**config.mk**
```make
export PLATFORM = sky130hd
export DESIGN_NAME = logic_analyzer
export DESIGN_NICKNAME = d
export VERILOG_FILES = /design/src/la_regmap_pkg.sv /design/src/la_capture_pkg.sv /design/src/apb_regs.sv /design/src/sample_divider.sv /design/src/trigger_unit.sv /design/src/capture_fsm.sv /design/src/sample_ram.sv /design/src/logic_analyzer.sv
export SDC_FILE = /design/constraint.sdc
export NUM_CORES = 2
export LEC_CHECK = 0
export ABC_AREA = 0
export ABC_CLOCK_PERIOD_IN_PS = 6490
export BUFFER_PORTS_ARGS = -buffer_cell sky130_fd_sc_hd__buf_2
export CORE_AREA = 5 5 390 468
export DETAILED_ROUTE_END_ITERATION = 10
export DIE_AREA = 0 0 395 473
export PLACE_DENSITY = 0.65
export SKIP_CTS_REPAIR_TIMING = 1
export SLEW_MARGIN = 25
export SYNTH_ARGS = -nofsm -noshare
export SYNTH_HDL_FRONTEND = slang
export SYNTH_SLANG_ARGS = --single-unit
export TNS_END_PERCENT = 100
```
**constraint.sdc**
```tcl
create_clock -name clk -period 6.49 [get_ports clk]
set_input_delay 0.649 -clock clk [delete_from_list [all_inputs] [get_ports clk]]
set_output_delay 0.649 -clock clk [all_outputs]
set_load 0.02 [all_outputs]
```
**src/la_regmap_pkg.sv**
```systemverilog
package la_regmap_pkg;

    localparam int ADDR_W = 12;

    localparam logic [ADDR_W-1:0] REG_CTRL    = 12'h000; // bit 0 set arms, clear aborts
    localparam logic [ADDR_W-1:0] REG_MODE    = 12'h004; // bit 0: 0 is AND, 1 is OR
    localparam logic [ADDR_W-1:0] REG_DEPTH   = 12'h008; // capture length minus one
    localparam logic [ADDR_W-1:0] REG_PRE     = 12'h00C; // pre-trigger samples, at most DEPTH
    localparam logic [ADDR_W-1:0] REG_DIV     = 12'h010; // one sample every DIV+1 clocks
    localparam logic [ADDR_W-1:0] REG_STATUS  = 12'h014; // read only, {done, triggered, busy}

    // one condition word per channel, channel c at REG_CH_BASE + 4*c
    localparam logic [ADDR_W-1:0] REG_CH_BASE = 12'h040;

    // capture window, word i at BUF_BASE + 4*i, oldest sample first
    localparam logic [ADDR_W-1:0] BUF_BASE    = 12'h400;

endpackage

```
**src/la_capture_pkg.sv**
```systemverilog
package la_capture_pkg;

    localparam int N_CH     = 8;
    localparam int SAMPLE_W = 8;
    localparam int BUF_AW   = 8; // 256 sample buffer

    // per-channel trigger condition, codes 6 and 7 act as ignore
    typedef logic [2:0] trig_op_t;

    localparam trig_op_t OP_IGNORE  = 3'd0;
    localparam trig_op_t OP_LOW     = 3'd1;
    localparam trig_op_t OP_HIGH    = 3'd2;
    localparam trig_op_t OP_RISING  = 3'd3;
    localparam trig_op_t OP_FALLING = 3'd4;
    localparam trig_op_t OP_ANYEDGE = 3'd5;

    typedef enum logic [2:0] {
        IDLE,
        FILL,  // storing the pre-trigger window
        ARMED, // window full, waiting for the trigger sample
        POST,
        DONE
    } cap_state_t;

endpackage

```
**src/apb_regs.sv**
```systemverilog
`timescale 1ns/1ps
module apb_regs (
    input  logic                                                     clk,
    input  logic                                                     arst_n,
    input  logic                                                     psel,
    input  logic                                                     penable,
    input  logic                                                     pwrite,
    input  logic [la_regmap_pkg::ADDR_W-1:0]                         paddr,
    input  logic [31:0]                                              pwdata,
    output logic [31:0]                                              prdata,
    output logic                                                     pready,
    output logic                                                     pslverr,
    output logic                                                     arm,
    output logic                                                     abort,
    output logic                                                     mode,
    output logic [la_capture_pkg::SAMPLE_W-1:0]                      depth,
    output logic [la_capture_pkg::SAMPLE_W-1:0]                      pre,
    output logic [la_capture_pkg::SAMPLE_W-1:0]                      div,
    output la_capture_pkg::trig_op_t [la_capture_pkg::N_CH-1:0]      ch_ops,
    input  logic                                                     busy,
    input  logic                                                     triggered,
    input  logic                                                     done,
    input  logic [la_capture_pkg::BUF_AW-1:0]                        start_ptr,
    output logic                                                     rd_en,
    output logic [la_capture_pkg::BUF_AW-1:0]                        rd_addr,
    input  logic [la_capture_pkg::SAMPLE_W-1:0]                      rd_data
);

    logic        setup;
    logic        access;
    logic        aligned;
    logic        in_buf;
    logic        in_ch;
    logic        buf_rd;
    logic        mapped;
    logic        err;
    logic        wr_fire;
    logic        ctrl;
    logic [31:0] reg_rdata;

    assign setup   = psel & ~penable;
    assign access  = psel & penable;
    assign aligned = paddr[1:0] == 2'b00;
    assign in_buf  = paddr[11:10] == la_regmap_pkg::BUF_BASE[11:10]; // 0x400 to 0x7FC
    assign in_ch   = paddr[11:5] == la_regmap_pkg::REG_CH_BASE[11:5];
    assign buf_rd  = in_buf & ~pwrite;
    assign wr_fire = access & pready & pwrite & ~pslverr; // write lands on completion

    // window words are relative to the oldest sample of the capture
    assign rd_en   = setup & buf_rd;
    assign rd_addr = start_ptr + paddr[la_capture_pkg::BUF_AW+1:2];

    always_comb begin
        reg_rdata = '0;
        mapped    = 1'b1;
        if (in_ch) begin
            reg_rdata[2:0] = ch_ops[paddr[4:2]];
            mapped         = aligned;
        end else begin
            case (paddr)
                la_regmap_pkg::REG_CTRL:   reg_rdata[0]   = ctrl;
                la_regmap_pkg::REG_MODE:   reg_rdata[0]   = mode;
                la_regmap_pkg::REG_DEPTH:  reg_rdata[7:0] = depth;
                la_regmap_pkg::REG_PRE:    reg_rdata[7:0] = pre;
                la_regmap_pkg::REG_DIV:    reg_rdata[7:0] = div;
                la_regmap_pkg::REG_STATUS: reg_rdata[2:0] = {done, triggered, busy};
                default:                   mapped = in_buf & aligned;
            endcase
        end
    end

    assign err = ~mapped | (pwrite & (in_buf | paddr == la_regmap_pkg::REG_STATUS));

    // registers answer in the first access cycle, buffer reads one cycle later
    always_ff @(posedge clk or negedge arst_n) begin
        if (!arst_n) begin
            pready  <= 1'b0;
            pslverr <= 1'b0;
            prdata  <= '0;
        end else begin
            pready  <= 1'b0;
            pslverr <= 1'b0;
            if (setup && !buf_rd) begin
                pready  <= 1'b1;
                pslverr <= err;
                prdata  <= err ? '0 : reg_rdata;
            end else if (access && buf_rd && !pready) begin
                pready  <= 1'b1;
                pslverr <= busy | ~aligned; // the window is not stable while capturing
                prdata  <= 32'(rd_data);
            end
        end
    end

    always_ff @(posedge clk or negedge arst_n) begin
        if (!arst_n) begin
            arm    <= 1'b0;
            abort  <= 1'b0;
            ctrl   <= 1'b0;
            mode   <= 1'b0;
            depth  <= '0;
            pre    <= '0;
            div    <= '0;
            ch_ops <= {la_capture_pkg::N_CH{la_capture_pkg::OP_IGNORE}};
        end else begin
            arm   <= wr_fire && paddr == la_regmap_pkg::REG_CTRL && pwdata[0];
            abort <= wr_fire && paddr == la_regmap_pkg::REG_CTRL && !pwdata[0];
            if (wr_fire && in_ch) begin
                ch_ops[paddr[4:2]] <= la_capture_pkg::trig_op_t'(pwdata[2:0]);
            end
            if (wr_fire) begin
                case (paddr)
                    la_regmap_pkg::REG_CTRL:  ctrl  <= pwdata[0];
                    la_regmap_pkg::REG_MODE:  mode  <= pwdata[0];
                    la_regmap_pkg::REG_DEPTH: depth <= pwdata[7:0];
                    la_regmap_pkg::REG_PRE:   pre   <= pwdata[7:0];
                    la_regmap_pkg::REG_DIV:   div   <= pwdata[7:0];
                    default: ;
                endcase
            end
        end
    end

endmodule

```
**src/sample_divider.sv**
```systemverilog
`timescale 1ns/1ps
module sample_divider (
    input  logic                                clk,
    input  logic                                arst_n,
    input  logic                                run,
    input  logic [la_capture_pkg::SAMPLE_W-1:0] div,
    output logic                                sample_stb
);

    logic [la_capture_pkg::SAMPLE_W-1:0] cnt;

    // strobe on the first clock of run, then every div+1 clocks
    assign sample_stb = run & (cnt == '0);

    always_ff @(posedge clk or negedge arst_n) begin
        if (!arst_n) begin
            cnt <= '0;
        end else if (!run) begin
            cnt <= '0; // restart the period on the next run
        end else if (cnt == '0) begin
            cnt <= div;
        end else begin
            cnt <= cnt - 1'b1;
        end
    end

endmodule

```
**src/trigger_unit.sv**
```systemverilog
`timescale 1ns/1ps
module trigger_unit (
    input  logic                                                clk,
    input  logic                                                arst_n,
    input  logic                                                sample_stb,
    input  logic [la_capture_pkg::SAMPLE_W-1:0]                 digital_in,
    input  la_capture_pkg::trig_op_t [la_capture_pkg::N_CH-1:0] ch_ops,
    input  logic                                                mode,
    output logic [la_capture_pkg::SAMPLE_W-1:0]                 sample,
    output logic                                                sample_valid,
    output logic                                                hit
);

    logic [la_capture_pkg::SAMPLE_W-1:0] prev;
    logic [la_capture_pkg::N_CH-1:0]     match;
    logic [la_capture_pkg::N_CH-1:0]     active;

    always_ff @(posedge clk or negedge arst_n) begin
        if (!arst_n) begin
            sample_valid <= 1'b0;
        end else begin
            sample_valid <= sample_stb;
        end
    end

    always_ff @(posedge clk) begin
        if (sample_stb) begin
            sample <= digital_in;
            prev   <= sample; // edges compare against the sample before
        end
    end

    always_comb begin
        for (int c = 0; c < la_capture_pkg::N_CH; c++) begin
            active[c] = 1'b1;
            match[c]  = 1'b0;
            case (ch_ops[c])
                la_capture_pkg::OP_LOW:     match[c] = ~sample[c];
                la_capture_pkg::OP_HIGH:    match[c] = sample[c];
                la_capture_pkg::OP_RISING:  match[c] = sample[c] & ~prev[c];
                la_capture_pkg::OP_FALLING: match[c] = ~sample[c] & prev[c];
                la_capture_pkg::OP_ANYEDGE: match[c] = sample[c] ^ prev[c];
                default:                    active[c] = 1'b0; // ignored channel
            endcase
        end
    end

    // with no active channel AND gives 1 and OR gives 0
    assign hit = mode ? |(match & active) : &(match | ~active);

endmodule

```
**src/capture_fsm.sv**
```systemverilog
`timescale 1ns/1ps
module capture_fsm (
    input  logic                                clk,
    input  logic                                arst_n,
    input  logic                                arm,
    input  logic                                abort,
    input  logic [la_capture_pkg::SAMPLE_W-1:0] depth,
    input  logic [la_capture_pkg::SAMPLE_W-1:0] pre,
    input  logic                                sample_valid,
    input  logic                                hit,
    output logic                                run,
    output logic                                wr_en,
    output logic [la_capture_pkg::BUF_AW-1:0]   wr_addr,
    output logic                                busy,
    output logic                                triggered,
    output logic                                done,
    output logic [la_capture_pkg::BUF_AW-1:0]   start_ptr
);

    la_capture_pkg::cap_state_t          state;
    logic [la_capture_pkg::SAMPLE_W-1:0] cnt; // samples stored, then samples still to come
    logic [la_capture_pkg::SAMPLE_W-1:0] pre_min;
    logic [la_capture_pkg::BUF_AW-1:0]   trig_addr;

    assign pre_min   = (pre == '0) ? la_capture_pkg::SAMPLE_W'(1) : pre;
    assign busy      = state inside {la_capture_pkg::FILL, la_capture_pkg::ARMED,
                                     la_capture_pkg::POST};
    assign run       = busy;
    assign triggered = state inside {la_capture_pkg::POST, la_capture_pkg::DONE};
    assign done      = state == la_capture_pkg::DONE;
    assign wr_en     = sample_valid & busy; // write in the cycle the sample appears
    assign start_ptr = trig_addr - la_capture_pkg::BUF_AW'(pre);

    always_ff @(posedge clk or negedge arst_n) begin
        if (!arst_n) begin
            state     <= la_capture_pkg::IDLE;
            wr_addr   <= '0;
            cnt       <= '0;
            trig_addr <= '0;
        end else if (abort) begin
            state <= la_capture_pkg::IDLE;
        end else if (arm) begin
            state   <= la_capture_pkg::FILL; // a new arm restarts from any state
            wr_addr <= '0;
            cnt     <= '0;
        end else if (wr_en) begin
            wr_addr <= wr_addr + 1'b1; // circular buffer wraps at 256
            case (state)
                la_capture_pkg::FILL: begin
                    cnt <= cnt + 1'b1;
                    if (cnt + 1'b1 >= pre_min) begin
                        state <= la_capture_pkg::ARMED;
                    end
                end
                la_capture_pkg::ARMED: begin
                    if (hit) begin
                        trig_addr <= wr_addr;
                        cnt       <= depth - pre;
                        state     <= (depth == pre) ? la_capture_pkg::DONE
                                                    : la_capture_pkg::POST;
                    end
                end
                la_capture_pkg::POST: begin
                    cnt <= cnt - 1'b1;
                    if (cnt == la_capture_pkg::SAMPLE_W'(1)) begin
                        state <= la_capture_pkg::DONE;
                    end
                end
                default: ;
            endcase
        end
    end

endmodule

```
**src/sample_ram.sv**
```systemverilog
`timescale 1ns/1ps
module sample_ram (
    input  logic                                clk,
    input  logic                                wr_en,
    input  logic [la_capture_pkg::BUF_AW-1:0]   wr_addr,
    input  logic [la_capture_pkg::SAMPLE_W-1:0] wr_data,
    input  logic                                rd_en,
    input  logic [la_capture_pkg::BUF_AW-1:0]   rd_addr,
    output logic [la_capture_pkg::SAMPLE_W-1:0] rd_data
);

    logic [la_capture_pkg::SAMPLE_W-1:0] mem [2**la_capture_pkg::BUF_AW];

    always_ff @(posedge clk) begin
        if (wr_en) begin
            mem[wr_addr] <= wr_data;
        end
    end

    // one clock of read latency
    always_ff @(posedge clk) begin
        if (rd_en) begin
            rd_data <= mem[rd_addr];
        end
    end

endmodule

```
**src/logic_analyzer.sv**
```systemverilog
`timescale 1ns/1ps
module logic_analyzer (
    input  logic                                clk,
    input  logic                                arst_n,
    input  logic [la_capture_pkg::SAMPLE_W-1:0] digital_in,
    input  logic                                psel,
    input  logic                                penable,
    input  logic                                pwrite,
    input  logic [la_regmap_pkg::ADDR_W-1:0]    paddr,
    input  logic [31:0]                         pwdata,
    output logic [31:0]                         prdata,
    output logic                                pready,
    output logic                                pslverr,
    output logic                                done_irq
);

    logic                                                arm;
    logic                                                abort;
    logic                                                mode;
    logic [la_capture_pkg::SAMPLE_W-1:0]                 depth;
    logic [la_capture_pkg::SAMPLE_W-1:0]                 pre;
    logic [la_capture_pkg::SAMPLE_W-1:0]                 div;
    la_capture_pkg::trig_op_t [la_capture_pkg::N_CH-1:0] ch_ops;
    logic                                                busy;
    logic                                                triggered;
    logic                                                done;
    logic [la_capture_pkg::BUF_AW-1:0]                   start_ptr;
    logic                                                rd_en;
    logic [la_capture_pkg::BUF_AW-1:0]                   rd_addr;
    logic [la_capture_pkg::SAMPLE_W-1:0]                 rd_data;
    logic                                                run;
    logic                                                sample_stb;
    logic [la_capture_pkg::SAMPLE_W-1:0]                 sample;
    logic                                                sample_valid;
    logic                                                hit;
    logic                                                wr_en;
    logic [la_capture_pkg::BUF_AW-1:0]                   wr_addr;

    assign done_irq = done;

    apb_regs i_apb_regs (
        .clk       (clk),
        .arst_n    (arst_n),
        .psel      (psel),
        .penable   (penable),
        .pwrite    (pwrite),
        .paddr     (paddr),
        .pwdata    (pwdata),
        .prdata    (prdata),
        .pready    (pready),
        .pslverr   (pslverr),
        .arm       (arm),
        .abort     (abort),
        .mode      (mode),
        .depth     (depth),
        .pre       (pre),
        .div       (div),
        .ch_ops    (ch_ops),
        .busy      (busy),
        .triggered (triggered),
        .done      (done),
        .start_ptr (start_ptr),
        .rd_en     (rd_en),
        .rd_addr   (rd_addr),
        .rd_data   (rd_data)
    );

    sample_divider i_sample_divider (
        .clk        (clk),
        .arst_n     (arst_n),
        .run        (run),
        .div        (div),
        .sample_stb (sample_stb)
    );

    trigger_unit i_trigger_unit (
        .clk          (clk),
        .arst_n       (arst_n),
        .sample_stb   (sample_stb),
        .digital_in   (digital_in),
        .ch_ops       (ch_ops),
        .mode         (mode),
        .sample       (sample),
        .sample_valid (sample_valid),
        .hit          (hit)
    );

    capture_fsm i_capture_fsm (
        .clk          (clk),
        .arst_n       (arst_n),
        .arm          (arm),
        .abort        (abort),
        .depth        (depth),
        .pre          (pre),
        .sample_valid (sample_valid),
        .hit          (hit),
        .run          (run),
        .wr_en        (wr_en),
        .wr_addr      (wr_addr),
        .busy         (busy),
        .triggered    (triggered),
        .done         (done),
        .start_ptr    (start_ptr)
    );

    sample_ram i_sample_ram (
        .clk     (clk),
        .wr_en   (wr_en),
        .wr_addr (wr_addr),
        .wr_data (sample),
        .rd_en   (rd_en),
        .rd_addr (rd_addr),
        .rd_data (rd_data)
    );

endmodule

```
## Word-level counts from Yosys, hierarchy flattened

Memories as Yosys holds them, arrays and structs flattened. A register that Yosys moved wholly into a read port is not among the register bits.
Cells that the tools add are included.

- Register bits: 138
- RAM bits: 2048
- Input bits: 57
- Output and inout port bits: 35
- Word-level logic and storage cells: 255
- Memories: 1

Memory list:

| memory | words | width | read ports | clocked after memory_dff | wr ports | line | RTL |
|---|---|---|---|---|---|---|---|
| i_sample_ram.mem | 256 | 8 | 1 | 1 | 1 | sample_ram.sv:12 | `logic [la_capture_pkg::SAMPLE_W-1:0] mem [2**la_capture_pkg::BUF_AW];` |

- Add/sub/neg operators: 7
- Magnitude comparators: 3
- Eq/ne operators: 57
- Mux-type cells: 55
- Bitwise gates (word level): 64
- Reductions and logical operators: 42

Operators with widths:

| cell | count |
|---|---|
| $mux 8 | 9 |
| $mux 32 | 2 |
| $eq 3x2->1 const B | 18 |
| $eq 3x3->1 const B | 17 |
| $pmux 1 s5 | 8 |
| $reduce_or 5->1 | 8 |
| $mux 3 | 10 |
| $and 1x1->1 | 27 |
| $eq 3x1->1 const B | 9 |
| $bwmux 24 | 1 |
| $eq 12x4->1 const B | 2 |
| $eq 12x5->1 const B | 2 |
| $pmux 8 s3 | 1 |
| $not 1->1 | 23 |
| $mux 1 | 17 |
| $add 8x1->8 const B | 2 |
| $logic_not 8->1 | 2 |
| $sub 8x1->8 const B | 2 |
| $sub 8x8->8 | 2 |
| $pmux 5 s3 | 1 |
| $eq 12x3->1 const B | 1 |
| $logic_not 12->1 | 1 |
| $ne 4x4->1 const B | 3 |
| $reduce_and 2->1 | 6 |
| 32 further kinds | 54 |

## Depth between registers and ports, before layout

- Word-level depth: 12
- Depth in mapped cells: 16
- Mapped depth without buffers: 13

## Cells and area by module

A second synthesis with hierarchy kept.

- Cell total of the unflattened synthesis: 4552
- Area total of the unflattened synthesis: 87596.5 µm²

By module, submodules not included:

| module | times used | cells each | area an instance (µm²) | seq. area each (µm²) |
|---|---|---|---|---|
| sample_ram | 1 | 3733 | 79636.4 | 61739.2 |
| apb_regs | 1 | 306 | 3497.1 | 1551.5 |
| capture_fsm | 1 | 295 | 2521.2 | 675.6 |
| trigger_unit | 1 | 167 | 1453.9 | 505.5 |
| sample_divider | 1 | 51 | 488.0 | 200.2 |

## Worst setup path before layout

OpenSTA, ideal clock, no wires.

- Kind: register to register
- Start: reg i_trigger_unit.sample[7] (netlist bit)
- End: reg i_capture_fsm.trig_addr[6] (netlist bit)
- Library setup time: 0.128 ns
- Arrival time: 5.674 ns
- Data required time: 6.362 ns
- Setup slack: 0.689 ns
- Cell stages (with the launch flop): 11
- Buffers on the path: 1
- Period minus slack after synthesis: 5.801 ns
- Cell sequence: edfxtp_1 > ha_1 > or3b_1 > o311ai_1 > a21oi_1 > nor4_1 > a41oi_1 > nor2_1 > and4_1 > buf_6 > mux2_1

- Longest elaborated chain between the ends: 7
- Elaborated cells between the ends (all ways): 11
- Classes of those cells: 2 x mux; 6 x bitwise; 3 x reduce/logical

RTL lines:

| element | line | RTL |
|---|---|---|
| from (decl) | trigger_unit.sv:9 | `output logic [la_capture_pkg::SAMPLE_W-1:0] sample,` |
| from (signal assigned) | trigger_unit.sv:28 | `sample <= digital_in;` |
| $not 1->1 | trigger_unit.sv:38, trigger_unit.sv:41 |  |
| $and 1x1->1 | trigger_unit.sv:41 | `la_capture_pkg::OP_FALLING: match[c] = ~sample[c] & prev[c];` |
| $pmux 1 s5 (*) | trigger_unit.sv:37 | `case (ch_ops[c])` |
| $or 8x8->8 / $and 8x8->8 (equally long branches) | trigger_unit.sv:49 | `assign hit = mode ? \|(match & active) : &(match \| ~active);` |
| $reduce_and 8->1 / $reduce_or 8->1 (equally long branches) | trigger_unit.sv:49 |  |
| $mux 1 (*) | trigger_unit.sv:49 |  |
| $reduce_and 5->1 (no line) (*) | - |  |
| to (signal assigned) | capture_fsm.sv:57 | `trig_addr <= wr_addr;` |
| to (decl) | capture_fsm.sv:23 | `logic [la_capture_pkg::BUF_AW-1:0] trig_addr;` |

Mark *: on every way between the ends. The rest lies on a longest branch, timed or not.
A chain may end at the register's enable or synchronous reset.

## Worst setup path in the final report

- Start: reg i_apb_regs.pre[1] (netlist bit)
- End: reg i_sample_ram.rd_data[2] (netlist bit) (read register of i_sample_ram.mem), data pin

- Longest elaborated chain between the ends: 2

RTL lines:

| element | line | RTL |
|---|---|---|
| from (decl) | apb_regs.sv:17 | `output logic [la_capture_pkg::SAMPLE_W-1:0] pre,` |
| from (signal assigned) | apb_regs.sv:116 | `la_regmap_pkg::REG_PRE: pre <= pwdata[7:0];` |
| $sub 8x8->8 | capture_fsm.sv:32 | `assign start_ptr = trig_addr - la_capture_pkg::BUF_AW'(pre);` |
| $add 8x8->8 | apb_regs.sv:51 | `assign rd_addr = start_ptr + paddr[la_capture_pkg::BUF_AW+1:2];` |
| to (decl) | sample_ram.sv:9 | `output logic [la_capture_pkg::SAMPLE_W-1:0] rd_data` |

Every way passes these cells.

==> impl_metrics.toml <==
[clock_network]
cts_tree = "done"
path_clk_slew_ns = 0.06
cts_max_level = 4
clk_path_buf_depth = 3
cts_root_buffer = "clkbuf_16"
clk_latency_ns = 0.84
clock_sinks = 2170
numCtsBuffers = 203

[synthesis]
yosys.area.top_type = "edfxtp_1"
syn-cell-area_um2 = 88100
synth_most_common_cell = "edfxtp_1"
yosysWarnings = 0
syn_avg_cell_area_um2 = 19.5
yosysTopAreaCellShare_pct = 70.7
synth_area_leaders = "edfxtp_1 71%, mux4_2 13%, dfrtp_1 2.8%, mux2i_1 2.4%, nor2_1 1.5%"
synth-compound-area-share_pct = 2.81
synthMuxAreaShare_pct = 17.0
synth_xor_area_share_pct = 0.307
synth_top_family_by_area = "multiplexers"
seq_area_frac_synth_pct = 73.4
synth_ff_type = "edfxtp_1"
synthArstFlopShare_pct = 4.52
synth-simple-area-share_pct = 3.65
synthAdderAreaFrac_pct = 0.864
ys_types = 80
syn_inst = 4507
synth-seq-cells = 2170
synth_edf_count = 2072
synth_top_cells_by_count = "2072 x edfxtp_1, 527 x mux4_2, 354 x nor2_1"

[power_and_ir_drop]
vdd_drop_max_mv = 0.252
p_total_mw = 28.1
powerDensity_nw_per_um2 = 288
p_leak_nw = 31.6

[grt]
grt_util_all_layers_pct = 21.6
grt_max_degree = 212
grt_overflow = 0
first_global_vias = 43700
antenna_found_initial = 6
grt_pass1_wl_um = 298000

[drt]
first_pass_iters = 5
initialDrtViolationCount = 4333
routed_wl_um = 202000
drtAntennaViolNets = 0
viasPerCell = 6.05
vias = 43000
wl_per_cell_um = 28.5
drc = 0

[cells_and_area]
layout-drive-gt1-share_pct = 22.8
syn_to_final_growth_pct = 10.9
nNetsFinal = 4730

[placement]
portBuffers = 43
gp_congestion = 0.823
dpl.hpwl_um = 119000

[sta]
timing.slew.headroom_pct = 29.0
setup_violations = 0
slew_violations = 0
skew_ns = 0.0314
hold_violations = 0
min_period_ns = 5.20
grt_setup_unrepaired = "no"
tightestPinTransition_ns = 1.06
fin_crit_sh_pct = 80.1
fmax_mhz = 192
setup_tns_ns = 0

[die]
design.die.area_um2 = 187000
core.rowCount = 170
die_w_um = 395
start_util_pct = 49.5
core_area_um2 = 178000
io_pins = 92
die_h_um = 473

[critical_path]
reg2reg_depth = 11
required_ns = 7.05
crit_arrival_ns = 5.76
critPathKind = "flop to flop"
end_kind = "flop"
cp_max_fo = 39
startpoint_type = "flop"

[run_status]
outcome = "completed"

[worst_hold_path]
hold_path.class = "input pin to flop"
holdPathStages = 3

[flow_run]
cap_viol_max_count = 0
-- path summary, 6_finish.rpt --
path	startpoint	slack (ns)	end
setup reg to reg	i_apb_regs.pre[1]$_DFFE_PN0P_	1.29	i_sample_ram.rd_data[2]$_DFFE_PP_
max in group asynchronous	arst_n	4.98	i_capture_fsm.trig_addr[1]$_DFFE_PN0P_
hold / removal	pwdata[7]	0.06	i_apb_regs.pre[7]$_DFFE_PN0P_
hold reg to reg	i_apb_regs.prdata[7]$_DFFE_PN0P_	0.48	i_apb_regs.prdata[7]$_DFFE_PN0P_
min in group asynchronous	arst_n	0.39	i_apb_regs.div[5]$_DFFE_PN0P_
setup / recovery	i_apb_regs.pre[1]$_DFFE_PN0P_	1.29	i_sample_ram.rd_data[2]$_DFFE_PP_
-- state kept, by name (all words and copies together), names as in the netlist, 3 cells and up --
name	cells
i_capture_fsm.state	3
i_sample_ram.rd_data	8
i_capture_fsm.wr_addr	8
i_sample_divider.cnt	8
i_trigger_unit.prev	8
i_capture_fsm.cnt	8
i_capture_fsm.trig_addr	8
i_apb_regs.ch_ops	24
i_apb_regs.div	8
i_apb_regs.pre	8
i_apb_regs.prdata	8
i_apb_regs.depth	8
i_trigger_unit.sample	8
i_sample_ram.mem	2048
-- layout by cell type, fill, tap and decap left out, types with 72 or more instances in the layout --
cell,count
dfrtp_1,98
mux4_2,527
nand2_1,143
buf_4,78
nor2_1,351
clkbuf_16,211
a21oi_1,75
edfxtp_1,2072
mux2_2,78
mux2i_1,210
a211oi_1,76
inv_1,72
-- where the power goes --
part           switching (mW)  internal, mW
combinational           0.779         0.559
clock                    5.07          6.59
sequential            0.00520          15.1
-- area by class of cell --
type / count / area, um2
diodes: 1 / 2.50
clock buffers: 256 / 5490
clock inverters: 113 / 973
fillers: 13400 / 80100
inverters: 73 / 274
multi-input cells: 2011 / 21900
flip-flops and latches: 2170 / 64700
well taps: 2322 / 2910
repair buffers: 158 / 1470
-- worst max-delay path, cell delays in order (launching register included) --
cell and delay [ns]:
dfrtp_1 0.47, fa_1 0.55, inv_1 0.09, fa_4 0.91, buf_12 0.26, buf_4 0.54
mux4_2 0.39, mux2_2 0.27, o221ai_1 0.35, a32oi_1 0.21, a221oi_1 0.71, nor4_1 0.14
-- through the flow --
step,instance area (um2),instances,hold WS (ns),setup slack [ns],utilization [%]
after global placement,91000,6721,0.470,0.626,51.2
final,97700,7104,0.0642,1.29,54.9
after global routing,97700,7104,0.0509,1.14,54.9
after floorplan,88100,4530,0.353,0.689,-
after detailed placement,91000,6721,0.476,0.611,51.2
after CTS,97500,7090,-0.204,1.25,54.8
-- kinds of logic after synthesis --
kind of cell	after synthesis
flops	2170
mux	821
simple gates	717
compound gates	363
buf+inv	349
fa+ha+maj	56
xor+xnor	30
other cells	1
-- routing by layer --
metal,part of all wire [%],vias to the layer above,global-route usage [%]
li1,-,18500,-
met4,3.0,0,6.53
met2,50,1531,36.3
met5,0,-,0
met1,40,22700,29.4
met3,7.1,306,3.66
(Power assumes the default switching activity.)
